`src/source/parking_settings.svh`:
```
`ifndef PARKING_SETTINGS_SVH
`define PARKING_SETTINGS_SVH

// Tower geometry and order queue
`define PLATE_W         16
`define FLOORS          7       // Parking floors, floor 0 is the entrance
`define QUEUE_DEPTH     4       // Also the host's initial credits

// Plate prefixes in the top nibble
`define HANDICAP_NIBBLE 9
`define HYBRID_NIBBLE   8

// Fee added per billing tick
`define RATE_HANDICAP   0
`define RATE_HYBRID     1
`define RATE_OTHER      2
`define FEE_MAX         255

`endif

```
`src/source/parking_pkg.sv`:
```
`default_nettype none

`include "parking_settings.svh"

package parking_pkg;

    typedef logic [`PLATE_W-1:0] plate_t;   // Zero marks an empty spot

    typedef enum logic {
        order_park,
        order_retrieve
    } order_kind_t;

    typedef struct packed {
        order_kind_t kind;
        plate_t      plate;
    } order_t;

    // Outcome reported to the host
    typedef enum logic [1:0] {
        event_parked,
        event_departed,
        event_refused
    } event_kind_t;

    typedef logic [$clog2(`FEE_MAX + 1)-1:0] fee_t;

endpackage

`default_nettype wire

```
`src/source/lot_pkg.sv`:
```
`default_nettype none

`include "parking_settings.svh"

package lot_pkg;

    localparam int spot_count = 2 * `FLOORS;

    typedef logic [$clog2(`FLOORS + 1)-1:0] floor_t;
    typedef enum logic {side_left, side_right} side_t;

    typedef struct packed {
        floor_t floor;
        side_t  side;
    } spot_t;

    typedef logic [$clog2(spot_count)-1:0] spot_idx_t;

    // Spots are numbered floor by floor from floor 1, left before right
    function automatic spot_idx_t spot_index(spot_t spot);
        return spot_idx_t'({spot.floor - floor_t'(1), spot.side});
    endfunction

    function automatic spot_t spot_at(int idx);
        spot_t spot;
        spot.floor = floor_t'(idx / 2 + 1);
        spot.side  = side_t'(idx % 2);
        return spot;
    endfunction

endpackage

`default_nettype wire

```
`src/source/parking_ifs.sv`:
```
`timescale 1ns/1ps
`default_nettype none

// Queue head towards the elevator controller
interface order_if;
    logic                avail;     // At least one order waiting
    parking_pkg::order_t head;      // Oldest order, valid while avail
    logic                take;      // Pops the head at the next edge

    modport source (output avail, head, input take);
    modport sink (input avail, head, output take);
endinterface

// Spot lookups and the single spot write
interface slot_if;
    parking_pkg::plate_t find_plate;
    logic                free_found;
    lot_pkg::spot_t      free_spot;
    logic                hit;
    lot_pkg::spot_t      hit_spot;
    logic                wr_en;
    lot_pkg::spot_t      wr_spot;
    parking_pkg::plate_t wr_plate;  // Zero frees the spot

    modport ctrl (
        output find_plate, wr_en, wr_spot, wr_plate,
        input  free_found, free_spot, hit, hit_spot
    );
    modport store (
        input  find_plate, wr_en, wr_spot, wr_plate,
        output free_found, free_spot, hit, hit_spot
    );
    modport meter (input wr_en, wr_spot, wr_plate);
endinterface

`default_nettype wire

```
`src/source/order_queue.sv`:
```
`timescale 1ns/1ps
`default_nettype none

`include "parking_settings.svh"

module order_queue (
    input  logic                clock,
    input  logic                reset,
    input  logic                push_valid,
    input  parking_pkg::order_t push_order,
    output logic                credit,
    order_if.source             orders
);

    localparam int depth = `QUEUE_DEPTH;
    localparam int ptr_w = $clog2(depth);
    localparam int cnt_w = $clog2(depth + 1);

    parking_pkg::order_t entries [depth];
    logic [ptr_w-1:0]    head_ptr;
    logic [ptr_w-1:0]    tail_ptr;
    logic [cnt_w-1:0]    count;

    function automatic logic [ptr_w-1:0] next_ptr(logic [ptr_w-1:0] ptr);
        return (ptr == ptr_w'(depth - 1)) ? '0 : ptr + 1'b1;
    endfunction

    // Host only pushes with a credit in hand, so no full check here
    always_ff @(posedge clock) begin
        if (push_valid) begin
            entries[tail_ptr] <= push_order;
        end
    end

    always_ff @(posedge clock or posedge reset) begin
        if (reset) begin
            head_ptr <= '0;
            tail_ptr <= '0;
            count    <= '0;
            credit   <= 1'b0;
        end else begin
            if (push_valid) begin
                tail_ptr <= next_ptr(tail_ptr);
            end
            if (orders.take) begin
                head_ptr <= next_ptr(head_ptr);
            end
            case ({push_valid, orders.take})
                2'b10:   count <= count + 1'b1;
                2'b01:   count <= count - 1'b1;
                default: count <= count;     // Idle or push and pop together
            endcase
            credit <= orders.take;           // Entry freed, hand one credit back
        end
    end

    assign orders.avail = (count != '0);
    assign orders.head  = entries[head_ptr];

endmodule

`default_nettype wire

```
`src/source/slot_store.sv`:
```
`timescale 1ns/1ps
`default_nettype none

`include "parking_settings.svh"

module slot_store (
    input  logic  clock,
    input  logic  reset,
    slot_if.store slots
);

    localparam int reserved_top = 2;    // Floors whose left spot is handicapped only

    parking_pkg::plate_t plates [lot_pkg::spot_count];

    logic is_suv;
    logic is_handicap;

    assign is_suv      = slots.find_plate[0];   // Odd plates go to odd floors
    assign is_handicap = (slots.find_plate[`PLATE_W-1 -: 4] == 4'(`HANDICAP_NIBBLE));

    // Free spot search, first hit in index order wins
    always_comb begin
        lot_pkg::spot_t spot;
        logic           allowed;
        slots.free_found = 1'b0;
        slots.free_spot  = '0;
        for (int i = 0; i < lot_pkg::spot_count; i++) begin
            spot    = lot_pkg::spot_at(i);
            allowed = (spot.floor[0] == is_suv);
            if (spot.side == lot_pkg::side_left &&
                spot.floor <= lot_pkg::floor_t'(reserved_top)) begin
                allowed = allowed && is_handicap;
            end
            if (!slots.free_found && allowed && plates[i] == '0) begin
                slots.free_found = 1'b1;
                slots.free_spot  = spot;
            end
        end
    end

    // Plate match over all spots
    always_comb begin
        slots.hit      = 1'b0;
        slots.hit_spot = '0;
        for (int i = 0; i < lot_pkg::spot_count; i++) begin
            if (slots.find_plate != '0 && plates[i] == slots.find_plate) begin
                slots.hit      = 1'b1;
                slots.hit_spot = lot_pkg::spot_at(i);
            end
        end
    end

    always_ff @(posedge clock or posedge reset) begin
        if (reset) begin
            for (int i = 0; i < lot_pkg::spot_count; i++) begin
                plates[i] <= '0;     // All spots empty
            end
        end else if (slots.wr_en) begin
            plates[lot_pkg::spot_index(slots.wr_spot)] <= slots.wr_plate;
        end
    end

endmodule

`default_nettype wire

```
`src/source/fee_meter.sv`:
```
`timescale 1ns/1ps
`default_nettype none

`include "parking_settings.svh"

module fee_meter (
    input  logic              clock,
    input  logic              reset,
    input  logic              tick,
    slot_if.meter             slots,
    input  lot_pkg::spot_t    query_spot,
    output parking_pkg::fee_t fee
);

    parking_pkg::fee_t              acc [lot_pkg::spot_count];
    logic [1:0]                     rate [lot_pkg::spot_count];
    logic [lot_pkg::spot_count-1:0] occupied;
    lot_pkg::spot_idx_t             wr_idx;

    function automatic logic [1:0] rate_of(parking_pkg::plate_t plate);
        logic [3:0] nibble;
        nibble = plate[`PLATE_W-1 -: 4];
        if (nibble == 4'(`HANDICAP_NIBBLE)) return 2'(`RATE_HANDICAP);
        if (nibble == 4'(`HYBRID_NIBBLE)) return 2'(`RATE_HYBRID);
        return 2'(`RATE_OTHER);
    endfunction

    function automatic parking_pkg::fee_t add_sat(parking_pkg::fee_t base, logic [1:0] step);
        logic [$bits(parking_pkg::fee_t):0] sum;
        sum = base + step;
        return (sum > `FEE_MAX) ? parking_pkg::fee_t'(`FEE_MAX) : sum[$bits(parking_pkg::fee_t)-1:0];
    endfunction

    assign wr_idx = lot_pkg::spot_index(slots.wr_spot);

    always_ff @(posedge clock) begin
        if (slots.wr_en) begin
            rate[wr_idx] <= rate_of(slots.wr_plate);  // Classified when the car arrives
        end
    end

    always_ff @(posedge clock or posedge reset) begin
        if (reset) begin
            occupied <= '0;
            for (int i = 0; i < lot_pkg::spot_count; i++) begin
                acc[i] <= '0;
            end
        end else begin
            for (int i = 0; i < lot_pkg::spot_count; i++) begin
                if (slots.wr_en && wr_idx == i) begin
                    acc[i]      <= '0;
                    occupied[i] <= (slots.wr_plate != '0);
                end else if (tick && occupied[i]) begin
                    acc[i] <= add_sat(acc[i], rate[i]);
                end
            end
        end
    end

    assign fee = acc[lot_pkg::spot_index(query_spot)];

endmodule

`default_nettype wire

```
`src/source/elevator_controller.sv`:
```
`timescale 1ns/1ps
`default_nettype none

module elevator_controller (
    input  logic                     clock,
    input  logic                     reset,
    order_if.sink                    orders,
    slot_if.ctrl                     slots,
    input  parking_pkg::fee_t        fee,
    output lot_pkg::spot_t           query_spot,
    output lot_pkg::floor_t          current_floor,
    output logic                     event_valid,
    output parking_pkg::event_kind_t event_kind,
    output parking_pkg::plate_t      event_plate,
    output lot_pkg::spot_t           event_spot,
    output parking_pkg::fee_t        event_fee
);

    typedef enum logic [2:0] {
        st_idle,
        st_decide,
        st_ascend,
        st_store,
        st_descend
    } state_t;

    state_t              state;
    parking_pkg::order_t order_q;   // Order being served
    lot_pkg::spot_t      target;    // Spot to fill or empty
    logic                is_park;
    logic                accept;

    assign is_park = (order_q.kind == parking_pkg::order_park);
    assign accept  = is_park ? slots.free_found : slots.hit;

    assign orders.take      = (state == st_idle) && orders.avail;
    assign slots.find_plate = order_q.plate;
    assign slots.wr_en      = (state == st_store);
    assign slots.wr_spot    = target;
    assign slots.wr_plate   = is_park ? order_q.plate : '0;  // Retrieve empties the spot
    assign query_spot       = target;

    always_ff @(posedge clock or posedge reset) begin
        if (reset) begin
            state         <= st_idle;
            current_floor <= '0;
            event_valid   <= 1'b0;
        end else begin
            event_valid <= 1'b0;
            case (state)
                st_idle: begin
                    if (orders.avail) begin
                        state <= st_decide;
                    end
                end
                st_decide: begin
                    if (accept) begin
                        state <= st_ascend;
                    end else begin
                        state       <= st_idle;      // Refused, elevator never leaves floor 0
                        event_valid <= 1'b1;
                    end
                end
                st_ascend: begin
                    current_floor <= current_floor + 1'b1;
                    if (lot_pkg::floor_t'(current_floor + 1'b1) == target.floor) begin
                        state <= st_store;
                    end
                end
                st_store: begin
                    event_valid <= 1'b1;
                    state       <= st_descend;
                end
                st_descend: begin
                    current_floor <= current_floor - 1'b1;
                    if (current_floor == lot_pkg::floor_t'(1)) begin
                        state <= st_idle;            // Back at the entrance
                    end
                end
                default: state <= st_idle;
            endcase
        end
    end

    // Order latch and event payload
    always_ff @(posedge clock) begin
        if (orders.take) begin
            order_q <= orders.head;
        end
        if (state == st_decide) begin
            target <= is_park ? slots.free_spot : slots.hit_spot;
            if (!accept) begin
                event_kind  <= parking_pkg::event_refused;
                event_plate <= order_q.plate;
                event_spot  <= '0;
                event_fee   <= '0;
            end
        end
        if (state == st_store) begin
            if (is_park) begin
                event_kind <= parking_pkg::event_parked;
                event_fee  <= '0;
            end else begin
                event_kind <= parking_pkg::event_departed;
                event_fee  <= fee;                   // Read before the write clears it
            end
            event_plate <= order_q.plate;
            event_spot  <= target;
        end
    end

endmodule

`default_nettype wire

```
`src/source/parking_top.sv`:
```
`timescale 1ns/1ps
`default_nettype none

module parking_top (
    input  logic                     clock,
    input  logic                     reset,
    input  logic                     tick,
    input  logic                     order_valid,
    input  parking_pkg::order_kind_t order_kind,
    input  parking_pkg::plate_t      order_plate,
    output logic                     order_credit,
    output logic                     event_valid,
    output parking_pkg::event_kind_t event_kind,
    output parking_pkg::plate_t      event_plate,
    output lot_pkg::spot_t           event_spot,
    output parking_pkg::fee_t        event_fee,
    output lot_pkg::floor_t          current_floor
);

    order_if order_bus ();
    slot_if  slot_bus ();

    parking_pkg::order_t push_order;
    parking_pkg::fee_t   fee;           // Fee of the queried spot
    lot_pkg::spot_t      query_spot;

    assign push_order = '{kind: order_kind, plate: order_plate};

    order_queue u_queue (
        .clock      (clock),
        .reset      (reset),
        .push_valid (order_valid),
        .push_order (push_order),
        .credit     (order_credit),
        .orders     (order_bus.source)
    );

    slot_store u_store (
        .clock (clock),
        .reset (reset),
        .slots (slot_bus.store)
    );

    fee_meter u_meter (
        .clock      (clock),
        .reset      (reset),
        .tick       (tick),
        .slots      (slot_bus.meter),
        .query_spot (query_spot),
        .fee        (fee)
    );

    elevator_controller u_ctrl (
        .clock         (clock),
        .reset         (reset),
        .orders        (order_bus.sink),
        .slots         (slot_bus.ctrl),
        .fee           (fee),
        .query_spot    (query_spot),
        .current_floor (current_floor),
        .event_valid   (event_valid),
        .event_kind    (event_kind),
        .event_plate   (event_plate),
        .event_spot    (event_spot),
        .event_fee     (event_fee)
    );

endmodule

`default_nettype wire

```
`config.mk`:
```
export PLATFORM = sky130hd
export DESIGN_NAME = parking_top
export DESIGN_NICKNAME = d
export VERILOG_FILES = /design/src/source/parking_pkg.sv /design/src/source/lot_pkg.sv /design/src/source/parking_ifs.sv /design/src/source/order_queue.sv /design/src/source/slot_store.sv /design/src/source/fee_meter.sv /design/src/source/elevator_controller.sv /design/src/source/parking_top.sv
export VERILOG_INCLUDE_DIRS = /design/src /design/src/source
export SDC_FILE = /design/constraint.sdc
export NUM_CORES = 1
export LEC_CHECK = 0
export BUFFER_PORTS_ARGS = -buffer_cell sky130_fd_sc_hd__buf_2
export CORE_MARGIN = 1.5
export CORE_UTILIZATION = 50
export DETAILED_ROUTE_END_ITERATION = 8
export PLACE_DENSITY = 0.71
export SYNTH_ARGS = -nofsm -noshare
export SYNTH_HDL_FRONTEND = slang
export SYNTH_HIERARCHICAL = 1
export SYNTH_SLANG_ARGS = --single-unit
```
`constraint.sdc`:
```
create_clock -name clock -period 10.44 [get_ports clock]
set_input_delay 1.566 -clock clock [delete_from_list [all_inputs] [get_ports clock]]
set_output_delay 1.566 -clock clock [all_outputs]
set_load 0.02 [all_outputs]
```
==> Word-level counts from Yosys, hierarchy flattened <==
Memory sizes are Yosys's and may differ from the RTL's. A register that Yosys moved wholly into a read port is not among the register bits.
Index checks and enable logic that the tools add are counted.
{ "totals": {"regBits": 399, "latchBits": 0, "ram_bits": 96, "mem_bits_ro": 0, "input_bits": 21, "output_inout_bits": 35, "n_memories": 2} }
{ "op_classes": {"addsub": 21, "mul": 0, "div": 0, "magnitude_cmp": 16, "n_eq_ne": 44, "n_shift": 0, "n_mux": 146, "n_bitwise": 2, "n_reduce_logical": 124} }
{ "memory_table": {"columns": ["name", "depth", "width", "rd", "rd_clocked_by_memory_dff", "wr", "line", "rtl"], "rows": [
  ["u_queue.entries", 4, 17, 1, 1, 1, "order_queue.sv:19", "parking_pkg::order_t entries [depth];"],
  ["u_meter.rate", 14, 2, 14, 0, 1, "fee_meter.sv:16", "logic [1:0] rate [lot_pkg::spot_count];"]
]} }
{ "op_table": {"columns": ["operator", "n"], "rows": [
  ["two-way mux 8 bit", 48],
  ["bitwise mux 224 bit", 1],
  ["== test 16 bit", 14],
  ["zero test 16 bit", 14],
  ["adder 8 x 2 -> 9 bit", 14],
  ["greater-than comparator 9 x 8 -> 1 bit (second input constant)", 14],
  ["two-way mux 4 bit", 25],
  ["two-way mux 16 bit", 5],
  ["logical AND 1 bit", 73],
  ["demux 16 bit (select 4 bit)", 1],
  ["two-way mux 1 bit", 40],
  ["== test 4 bit (second input constant)", 9],
  ["nonzero test 2 bit", 17],
  ["binary-select mux 8 bit (select 4 bit)", 1],
  ["nonzero test 16 bit", 2],
  ["two-way mux 2 bit", 14],
  ["two-way mux 3 bit", 7],
  ["== test 4 x 3 -> 1 bit (second input constant)", 4],
  ["one-hot mux 3 bit (5 select lines)", 1],
  ["zero test 1 bit", 13],
  ["one-hot mux 3 bit (2 select lines)", 2],
  ["subtractor 3 x 1 -> 3 bit (second input constant)", 3],
  ["== test 4 x 2 -> 1 bit (second input constant)", 2],
  ["adder 3 x 1 -> 3 bit (second input constant)", 2],
  ["20 further kinds", 27]
]} }

==> Longest topological paths before layout <==
Gate-level depths: netlist (run 1).
{ "depth": {"depth_word": 60, "mapped_depth": 13, "ltp_nobuf": 9} }

==> Hierarchy <==
Netlist (run 1), hierarchy kept.
{ "by_module_without_submodules": {"columns": ["mod", "instances", "cells_per_inst", "area_each_um2", "seq_area_each_um2"], "rows": [
  ["slot_store", 1, 1000, 12160.4, 5605.4],
  ["fee_meter", 1, 877, 8814.7, 3993.8],
  ["order_queue", 1, 128, 2936.6, 2242.2],
  ["elevator_controller", 1, 159, 2459.9, 1706.6]
]} }

==> Worst setup path before layout (run 1) <==
No wires, ideal clock.
{ "synth_path": {"path_kind": "reg-to-reg", "start": "reg, netlist name u_ctrl/slots.find_plate[8]", "end": "reg u_ctrl.event_fee[0] (enable)", "setup_ns": 0.417, "arrival_time_ns": 3.473, "slack_ns": 6.550, "stages_incl_launch_ff": 13, "n_path_buf": 4, "period_less_slack_ns": 3.890, "path_cell_list": "edfxtp_1 -> buf_4 -> buf_6 -> buf_8 -> nor4_4 -> and4_1 -> buf_6 -> inv_2 -> o21a_1 -> or4_1 -> mux2i_1 -> nor2_1 -> nor2_1"} }
{ "synth_between": {"elab_chain_len": 19, "word_cells_on_any_way": 46, "classes_between": "eq/ne (15); mux (15); reduce/logical (16)"} }
{ "synth_rtl": {"columns": ["element", "line", "rtl"], "rows": [
  ["== test 16 bit / nonzero test 16 bit (equally long branches)", "slot_store.sv:47", "if (slots.find_plate != '0 && plates[i] == slots.find_plate) begin"],
  ["logical AND 1 bit", "slot_store.sv:47", null],
  ["two-way mux 1 bit (13 in a row)", "slot_store.sv:47", null],
  ["two-way mux 1 bit (*)", "slot_store.sv:47", null],
  ["named net slot_bus.hit", "parking_ifs.sv:19", "logic hit;"],
  ["two-way mux 1 bit (*)", "elevator_controller.sv:34", "assign accept = is_park ? slots.free_found : slots.hit;"],
  ["!= test 2 bit (no source line) (*)", null, null],
  ["AND reduction 2 bit (no source line) (*)", null, null],
  ["end signal: assignment", "elevator_controller.sv:96", "event_fee <= '0;"],
  ["end signal: assignment", "elevator_controller.sv:102", "event_fee <= '0;"],
  ["end signal: assignment", "elevator_controller.sv:105", "event_fee <= fee;"],
  ["end: declaration", "elevator_controller.sv:16", "output parking_pkg::fee_t event_fee"]
]} }
The timed path passes the listed nets; every way through them passes the cells marked *.
A chain may end at the register's enable or synchronous reset.

==> Final worst setup path (run 1) <==
{ "layout_path": {"start": "reg, netlist name u_ctrl/slots.find_plate[7]", "end": "reg u_ctrl.event_plate[5] (enable)"} }
{ "layout_between": {"elab_chain_len": 19, "word_cells_on_any_way": 46, "classes_between": "eq/ne (15); mux (15); reduce/logical (16)"} }
{ "layout_rtl": {"columns": ["element", "line", "rtl"], "rows": [
  ["== test 16 bit / nonzero test 16 bit (equally long branches)", "slot_store.sv:47", null],
  ["logical AND 1 bit", "slot_store.sv:47", null],
  ["two-way mux 1 bit (13 in a row)", "slot_store.sv:47", null],
  ["two-way mux 1 bit (*)", "slot_store.sv:47", null],
  ["named net slot_bus.hit", "parking_ifs.sv:19", null],
  ["two-way mux 1 bit (*)", "elevator_controller.sv:34", null],
  ["!= test 2 bit (no source line) (*)", null, null],
  ["AND reduction 2 bit (no source line) (*)", null, null],
  ["end signal: assignment", "elevator_controller.sv:94", "event_plate <= order_q.plate;"],
  ["end signal: assignment", "elevator_controller.sv:107", "event_plate <= order_q.plate;"],
  ["end: declaration", "elevator_controller.sv:14", "output parking_pkg::plate_t event_plate,"]
]} }
Marked as above.

==> metrics.cfg, run 1 <==
[run_status]
status = finished clean

[logic_synthesis]
ys_seq_elements = 512
async_flop_share_pct = 71.3
synthMuxAreaShare_pct = 14.0
avgSynthCellArea_um2 = 12.2
synth_compound_area_share_pct = 5.63
synth.area.top_cells = dfrtp_1, edfxtp_1, mux2_2
yosysSeqAreaShare_pct = 51.4
synthXorXnorAreaFrac_pct = 7.94
syn-cell-area_um2 = 26400
yosys_warnings = 6
yosysTopAreaCell = dfrtp_1
synth_fa_ha_area_share_pct = 3.04
synth-edff-count = 147
syn_nets = 2240
synth_flop_cell = dfrtp_1
synth_top_area_share_pct = 34.6
synthCells = 2164
ys_types = 78
synthSimpleGateAreaFrac_pct = 14.1
synth_top_family_by_area = simple AND/OR/NAND/NOR gates

[sta]
max_freq_ghz = 0.244
rsz0062_at_grt = false
finalCritPeriodShare_pct = 39.2
hold_viol = 0
timing.setup.tns_ns = 0
final_max_slew_viol_count = 0
fin_worst_skew_ns = 0.0426
worst_slack_ns = 6.35
worst_slew_pin_slew_ns = 1.31
final-setup-viol-count = 0
relSlewSlack_pct = 12.1
fin_crit_ns = 4.09

[global_route]
antenna_found_initial = 1
grt.total_usage_pct = 24.9
grt_pass1_vias = 17889
globalRouteOverflowTotal = 0
grt_pass1_wl_um = 104000
grt_max_degree = 94

[route]
first_pass_iters = 8
num_vias = 17872
drc = 0
drt_wl_total_um = 66500
wl_per_cell_um = 22.8
drtIter0Drc = 1726
ant_nets = 0
vias_per_cell = 6.13

[floorplan]
die-area_um2 = 54100
rows = 83
die-height_um = 233
initial_core_util_pct = 51.0
io_pins = 56
core_area_um2 = 51700
dieWidth_um = 233

[layout]
diodes = 0
drive_gt1_share_pct = 21.7
final_area_um2 = 28900
area_growth_pct = 9.61
nNetsFinal = 2269

[clocking]
ctsRootBufferMaster = clkbuf_16
cts_tree = yes
post-cts-setup-buffers = 0
cts_hold_buffers = 0
ctsLongestPathBuffers = 3
cts_sinks = 512
cts_resized = 0
clk_latency_ns = 0.62
cts-buffers-inserted = 53
htree_levels = 2
clkTransAtPathRegs_ns = 0.07

[critical_path]
critical_path.max_fanout = 30
start_kind = flip-flop
path_class = flip-flop to flip-flop
cp.arrival_ns = 4.31
endpoint_kind = flip-flop
cp.required_ns = 10.66

[hold_path]
hp-class = flip-flop to flip-flop

[placed_design]
place.gp.congestion = 0.953
dp_slack_ns = 6.40
dpl_cell_area_um2 = 27000
place_hpwl_um = 42700
io_buffers = 55

[power_and_ir_drop]
power.leakage_nw = 12.6
total_power_w = 0.00844
ir_worst_vdd_mv = 0.199
power_per_cell_area_nw_per_um2 = 292

[job]
cap_viol_max_count = 0

metrics by stage:
step	hold WS (ns)	std cells	util (%)
final	0.453	2916	55.9
after global routing	0.470	2916	55.9
after CTS	0.454	2916	55.9
after detailed placement	0.454	2818	52.3
after global placement	0.433	2818	52.3
after floorplan	0.434	2164	-
cell usage after synthesis, drive strengths merged (3+ instances only):
library cell	n
or4b	3
nor3	119
o22ai	3
and3	26
inv	30
nor2	133
o21a	4
nor4	117
nand2	69
nor2b	25
o21bai	13
a21boi	6
a41oi	3
and3b	4
nor4b	10
or3	10
o211ai	9
nand4	48
nand2b	12
nand3b	9
a221oi	9
clkbuf	33
edfxtp	147
ha	40
or2	9
xor2	201
a211oi	26
mux2	230
and4	12
a311oi	9
dfrtp	365
nor3b	10
a31oi	34
a41o	4
mux4	34
mux2i	30
and2	19
fa	15
o21ai	19
a21oi	75
nand3	32
buf	101
xnor2	38
where the power goes:
part / total [W] / internal, W / switching [W]
Clock: 0.00204 / 0.00123 / 0.000810
Combinational: 0.00321 / 0.00125 / 0.00196
Sequential: 0.00319 / 0.00262 / 0.000574
registers in the layout (all words and copies together), names as in the netlist, 2 cells and up:
name / flops
u_ctrl/event_plate: 16
u_ctrl/state: 3
u_store/plates: 224
u_meter/acc: 112
u_meter/occupied: 14
u_ctrl/slots.find_plate: 16
u_queue/head_ptr: 2
u_meter/rate: 28
u_ctrl/event_spot: 4
u_queue/entries: 68
u_queue/count: 3
u_ctrl/current_floor: 3
u_ctrl/query_spot: 4
u_queue/tail_ptr: 2
u_ctrl/event_fee: 8
u_ctrl/event_kind: 2
cells by family after synthesis:
family,Yosys count
and+or+nand+nor,673
DFF,512
muxes,294
xor gates and xnor gates,239
AOI/OAI and AO/OA,227
buffers and inverters,164
adders and majority gates,55
path summary, 6_finish.rpt:
path,end,start,slack (ns),depth (start not counted)
min in group asynchronous,u_ctrl/state[0],reset,1.01,2
setup reg to reg,u_ctrl/event_plate[5],u_ctrl/slots.find_plate[7],6.35,8
hold / removal,u_ctrl/event_plate[11],u_ctrl/slots.find_plate[11],0.45,0
setup / recovery,u_ctrl/event_plate[5],u_ctrl/slots.find_plate[7],6.35,8
hold reg to reg,u_ctrl/event_plate[11],u_ctrl/slots.find_plate[11],0.45,0
max in group asynchronous,u_meter/acc[27],reset,7.81,3
critical path: stages, from the launching register on:
cell,delay [ns]
edfxtp_1,0.83
nor4_1,0.41
and4_1,0.50
inv_2,0.08
o21a_1,0.13
or4_1,0.53
mux2i_1,0.31
nor2_1,0.14
nor2_4,0.77
cell usage in the layout (no fill, tap or decap), types with 40 or more instances in the layout:
master / count
dfrtp_1: 365
ha_1: 40
buf_4: 53
nor2_1: 128
nand2_1: 68
nand4_1: 48
a21oi_1: 74
edfxtp_1: 147
nor3_1: 117
clkbuf_16: 54
buf_2: 55
mux2_2: 230
nor4_1: 112
xor2_1: 201
cell type report:
class | instances | area (um2)
clock buffer | 64 | 1450
clock inverter | 34 | 432
fill | 4168 | 22800
inverter | 30 | 123
multi-input combinational | 1488 | 11800
sequential | 512 | 13500
tap | 680 | 851
timing repair buffer | 108 | 673
layer usage:
| layer | vias to the layer above | GRT usage [%] | share of wire (%) |
|---|---|---|---|
| met2 | 648 | 39.8 | 47 |
| met1 | 8996 | 34.1 | 43 |
| met3 | 157 | 3.92 | 6.5 |
| li1 | 8069 | - | - |
| met5 | - | 0 | 0.015 |
| met4 | 2 | 9.90 | 3.7 |
(Power assumes the default switching activity.)
==> inputs of run 2 (changes only) <==
--- a/config.mk
+++ b/config.mk
@@ -10,7 +10,7 @@
 export CORE_MARGIN = 1.5
 export CORE_UTILIZATION = 50
 export DETAILED_ROUTE_END_ITERATION = 8
-export PLACE_DENSITY = 0.71
+export PLACE_DENSITY = 0.73
 export SYNTH_ARGS = -nofsm -noshare
 export SYNTH_HDL_FRONTEND = slang
 export SYNTH_HIERARCHICAL = 1
==> constraint.sdc (replaced) <==
create_clock -name clock -period 3.5 [get_ports clock]
set_input_delay 0.525 -clock clock [delete_from_list [all_inputs] [get_ports clock]]
set_output_delay 0.525 -clock clock [all_outputs]
set_load 0.02 [all_outputs]
==> run 2 against run 1 <==
  * Clock skew decreased by 0.018 ns
  * Sequential power increased to 3.0 times the previous value
  * Core utilization is 1.3 points higher
  * Cell count increased by 1.7%
  * Non-clock buffer count increased by 44
  * Largest power group unchanged
  * Register-to-register slack lost 6.2 ns
  * Critical path depth up 3
  * Highest routed layer is now met4
  * Combinational power grew to 3.1 times the previous value
==> metrics.cfg, run 2 (synthesis gave the netlist of run 1 again) <==
[route]
top_layer = met4
drtIter0Drc = 1867  ; +8.2%
wl_met3_um = 5140  ; +20%
first_pass_iters = 5  ; -3
drt-met1-wl_um = 29500  ; +2.4%
dr_wl_met2_um = 32800  ; +5.9%
num_vias = 18387  ; +2.9%
drc = 0  ; unchanged
ant_nets = 0  ; unchanged
wl_per_cell_um = 23.6  ; +3.7%
drt_wl_total_um = 70100  ; +5.4%
vias_per_cell = 6.20  ; +1.2%

[layout]
mostFrequentLayoutCell = dfrtp_1
fill_cells = 4126  ; -1.0%
drive_gt1_share_pct = 23.6  ; +1.9 points
area_growth_pct = 12.2
mostFrequentLayoutCells = dfrtp_1, mux2_2, xor2_1, edfxtp_1, nor2_1
largest_register_ffs = 224  ; unchanged
reg.largest.list = u_store/plates x224, u_meter/acc x112, u_queue/entries x68
nNetsFinal = 2314  ; +2.0%
regMostFlops = u_store/plates

[global_route]
grt.total_usage_pct = 26.4  ; +1.5 points
antenna_found_initial = 1  ; unchanged
grt_pass1_wl_um = 110000  ; +5.2%
grt_max_degree = 67  ; -29%
grt_pass1_vias = 18476  ; +3.3%
globalRouteOverflowTotal = 0  ; unchanged

[clocking]
cts_sinks = 512  ; unchanged
cts_resized = 0  ; unchanged
htree_levels = 2  ; unchanged
clk_latency_ns = 0.62  ; about the same
ctsLongestPathBuffers = 3  ; unchanged
ctsRootBufferMaster = clkbuf_16
cts_tree = yes
cts-buffers-inserted = 54  ; +1.9%
clkTransAtPathRegs_ns = 0.06  ; about the same
cts_hold_buffers = 1  ; +1
post-cts-setup-buffers = 0  ; unchanged

[floorplan]
die-area_um2 = 54100  ; unchanged
core_area_um2 = 51700  ; unchanged
io_pins = 56  ; unchanged
dieWidth_um = 233  ; unchanged
rows = 83  ; unchanged
die-height_um = 233  ; unchanged
initial_core_util_pct = 51.0  ; unchanged

[run_status]
status = finished clean

[power_and_ir_drop]
power.leakage_nw = 12.9  ; +2.9%
ir_worst_vdd_mv = 0.581  ; +190%
total_power_w = 0.0263  ; +210%
power_per_cell_area_nw_per_um2 = 890  ; +200%

[sta]
final_max_slew_viol_count = 0  ; unchanged
rsz0062_at_grt = false
timing.setup.tns_ns = 0  ; unchanged
final-setup-viol-count = 0  ; unchanged
relSlewSlack_pct = 13.0  ; +0.87 points
fin_crit_ns = 3.38  ; -0.712 ns
finalCritPeriodShare_pct = 96.6  ; +57 points
worst_slew_pin_slew_ns = 1.30  ; -0.00478 ns
fin_worst_skew_ns = 0.0243  ; -0.0183 ns
hold_viol = 0  ; unchanged
max_freq_ghz = 0.296  ; +21%

[critical_path]
cp_slowest_cell = edfxtp_1
reg2reg_slack_ns = 0.12  ; -6.23 ns
crit_top_cell = buf_4
path_cells = buf_4 > xnor2_1 > nand4_1 > nor4_1 > o21a_1 > or4_1 > mux2i_1 > buf_4 > nor2_1 > nor2_4 > buf_12
cp.arrival_ns = 3.75  ; -0.56 ns
path_class = flip-flop to flip-flop
slowest_delay_ns = 0.79  ; -0.04 ns
endpoint_kind = flip-flop
critical_path.max_fanout = 17  ; -43%
cp.required_ns = 3.87  ; -6.79 ns
start_kind = flip-flop

[placed_design]
io_buffers = 55  ; unchanged
place.gp.congestion = 0.933  ; -2.1%
place_hpwl_um = 47000  ; +10%

[hold_path]
hp-class = input pin to flip-flop

[job]
cap_viol_max_count = 0  ; unchanged

[run 2: cell count changes in the layout (fill, tap and decap cells not counted), moves of 2 or more]
cell,before,now
clkbuf_8,6,8
clkinv_4,0,5
clkinv_1,8,2
clkbuf_16,54,58
clkinv_2,11,7
buf_12,0,11
buf_4,53,85
bufinv_16,10,12
diode_2,0,2
[run 2: power by group]
group,switching [W],internal (W),total (W)
sequential,0.00180,0.00781,0.00961
clock,0.00251,0.00409,0.00660
combinational,0.00605,0.00408,0.0101
total,0.0104,0.0160,0.0263
[run 2: path summary, 6_finish.rpt]
kind / endpoint / startpoint / cells past startpoint
max: u_ctrl/event_plate[14] / u_ctrl/slots.find_plate[5] / 11
min: u_queue/entries[2][8] / order_plate[8] / 1
max reg2reg: u_ctrl/event_plate[14] / u_ctrl/slots.find_plate[5] / 11
min reg2reg: u_queue/count[2] / u_queue/count[2] / 1
max in group asynchronous: u_store/plates[59] / reset / 4
min in group asynchronous: u_ctrl/current_floor[1] / reset / 3
[run 2: cell type report]
class | count | area (um2) | share of cell area, %
Sequential cell | 512 | 13500 | 45.8
Multi-Input combinational cell | 1488 | 11800 | 40.0
Clock buffer | 70 | 1580 | 5.33
Clock inverter | 31 | 510 | 1.73
Tap cell | 680 | 851 | 2.88
Timing Repair Buffer | 152 | 1140 | 3.87
Antenna cell | 2 | 5.00 | 0.0169
Inverter | 30 | 120 | 0.406
[run 2: routing by layer]
metal  vias up  global-route usage (%)
li1       8162                       -
met1      9238                    36.4
met2       823                    42.0
met3       164                    4.08
met4         0                    10.6
met5         -                       0
[run 2: through the flow]
stage / hold slack (ns) / worst slack (ns) / util [%] / instances / area (um2)
after floorplan: 0.328 / 0.0510 / - / 2164 / 26400
after global placement: 0.450 / 0.335 / 53.1 / 2861 / 27500
after detailed placement: 0.452 / 0.246 / 53.1 / 2861 / 27500
after CTS: 0.100 / 0.199 / 57.2 / 2963 / 29600
after global routing: 0.117 / 0.0618 / 57.2 / 2963 / 29600
final: 0.126 / 0.118 / 57.2 / 2965 / 29600
[run 2: critical path: cells and delay by family (launching register included)]
family,cells,cell delay (ns)
and+or+nand+nor,5,1.27
DFF,1,0.79
buffers and inverters,3,0.62
AOI/OAI and AO/OA,1,0.25
xor gates and xnor gates,1,0.13
muxes,1,0.06
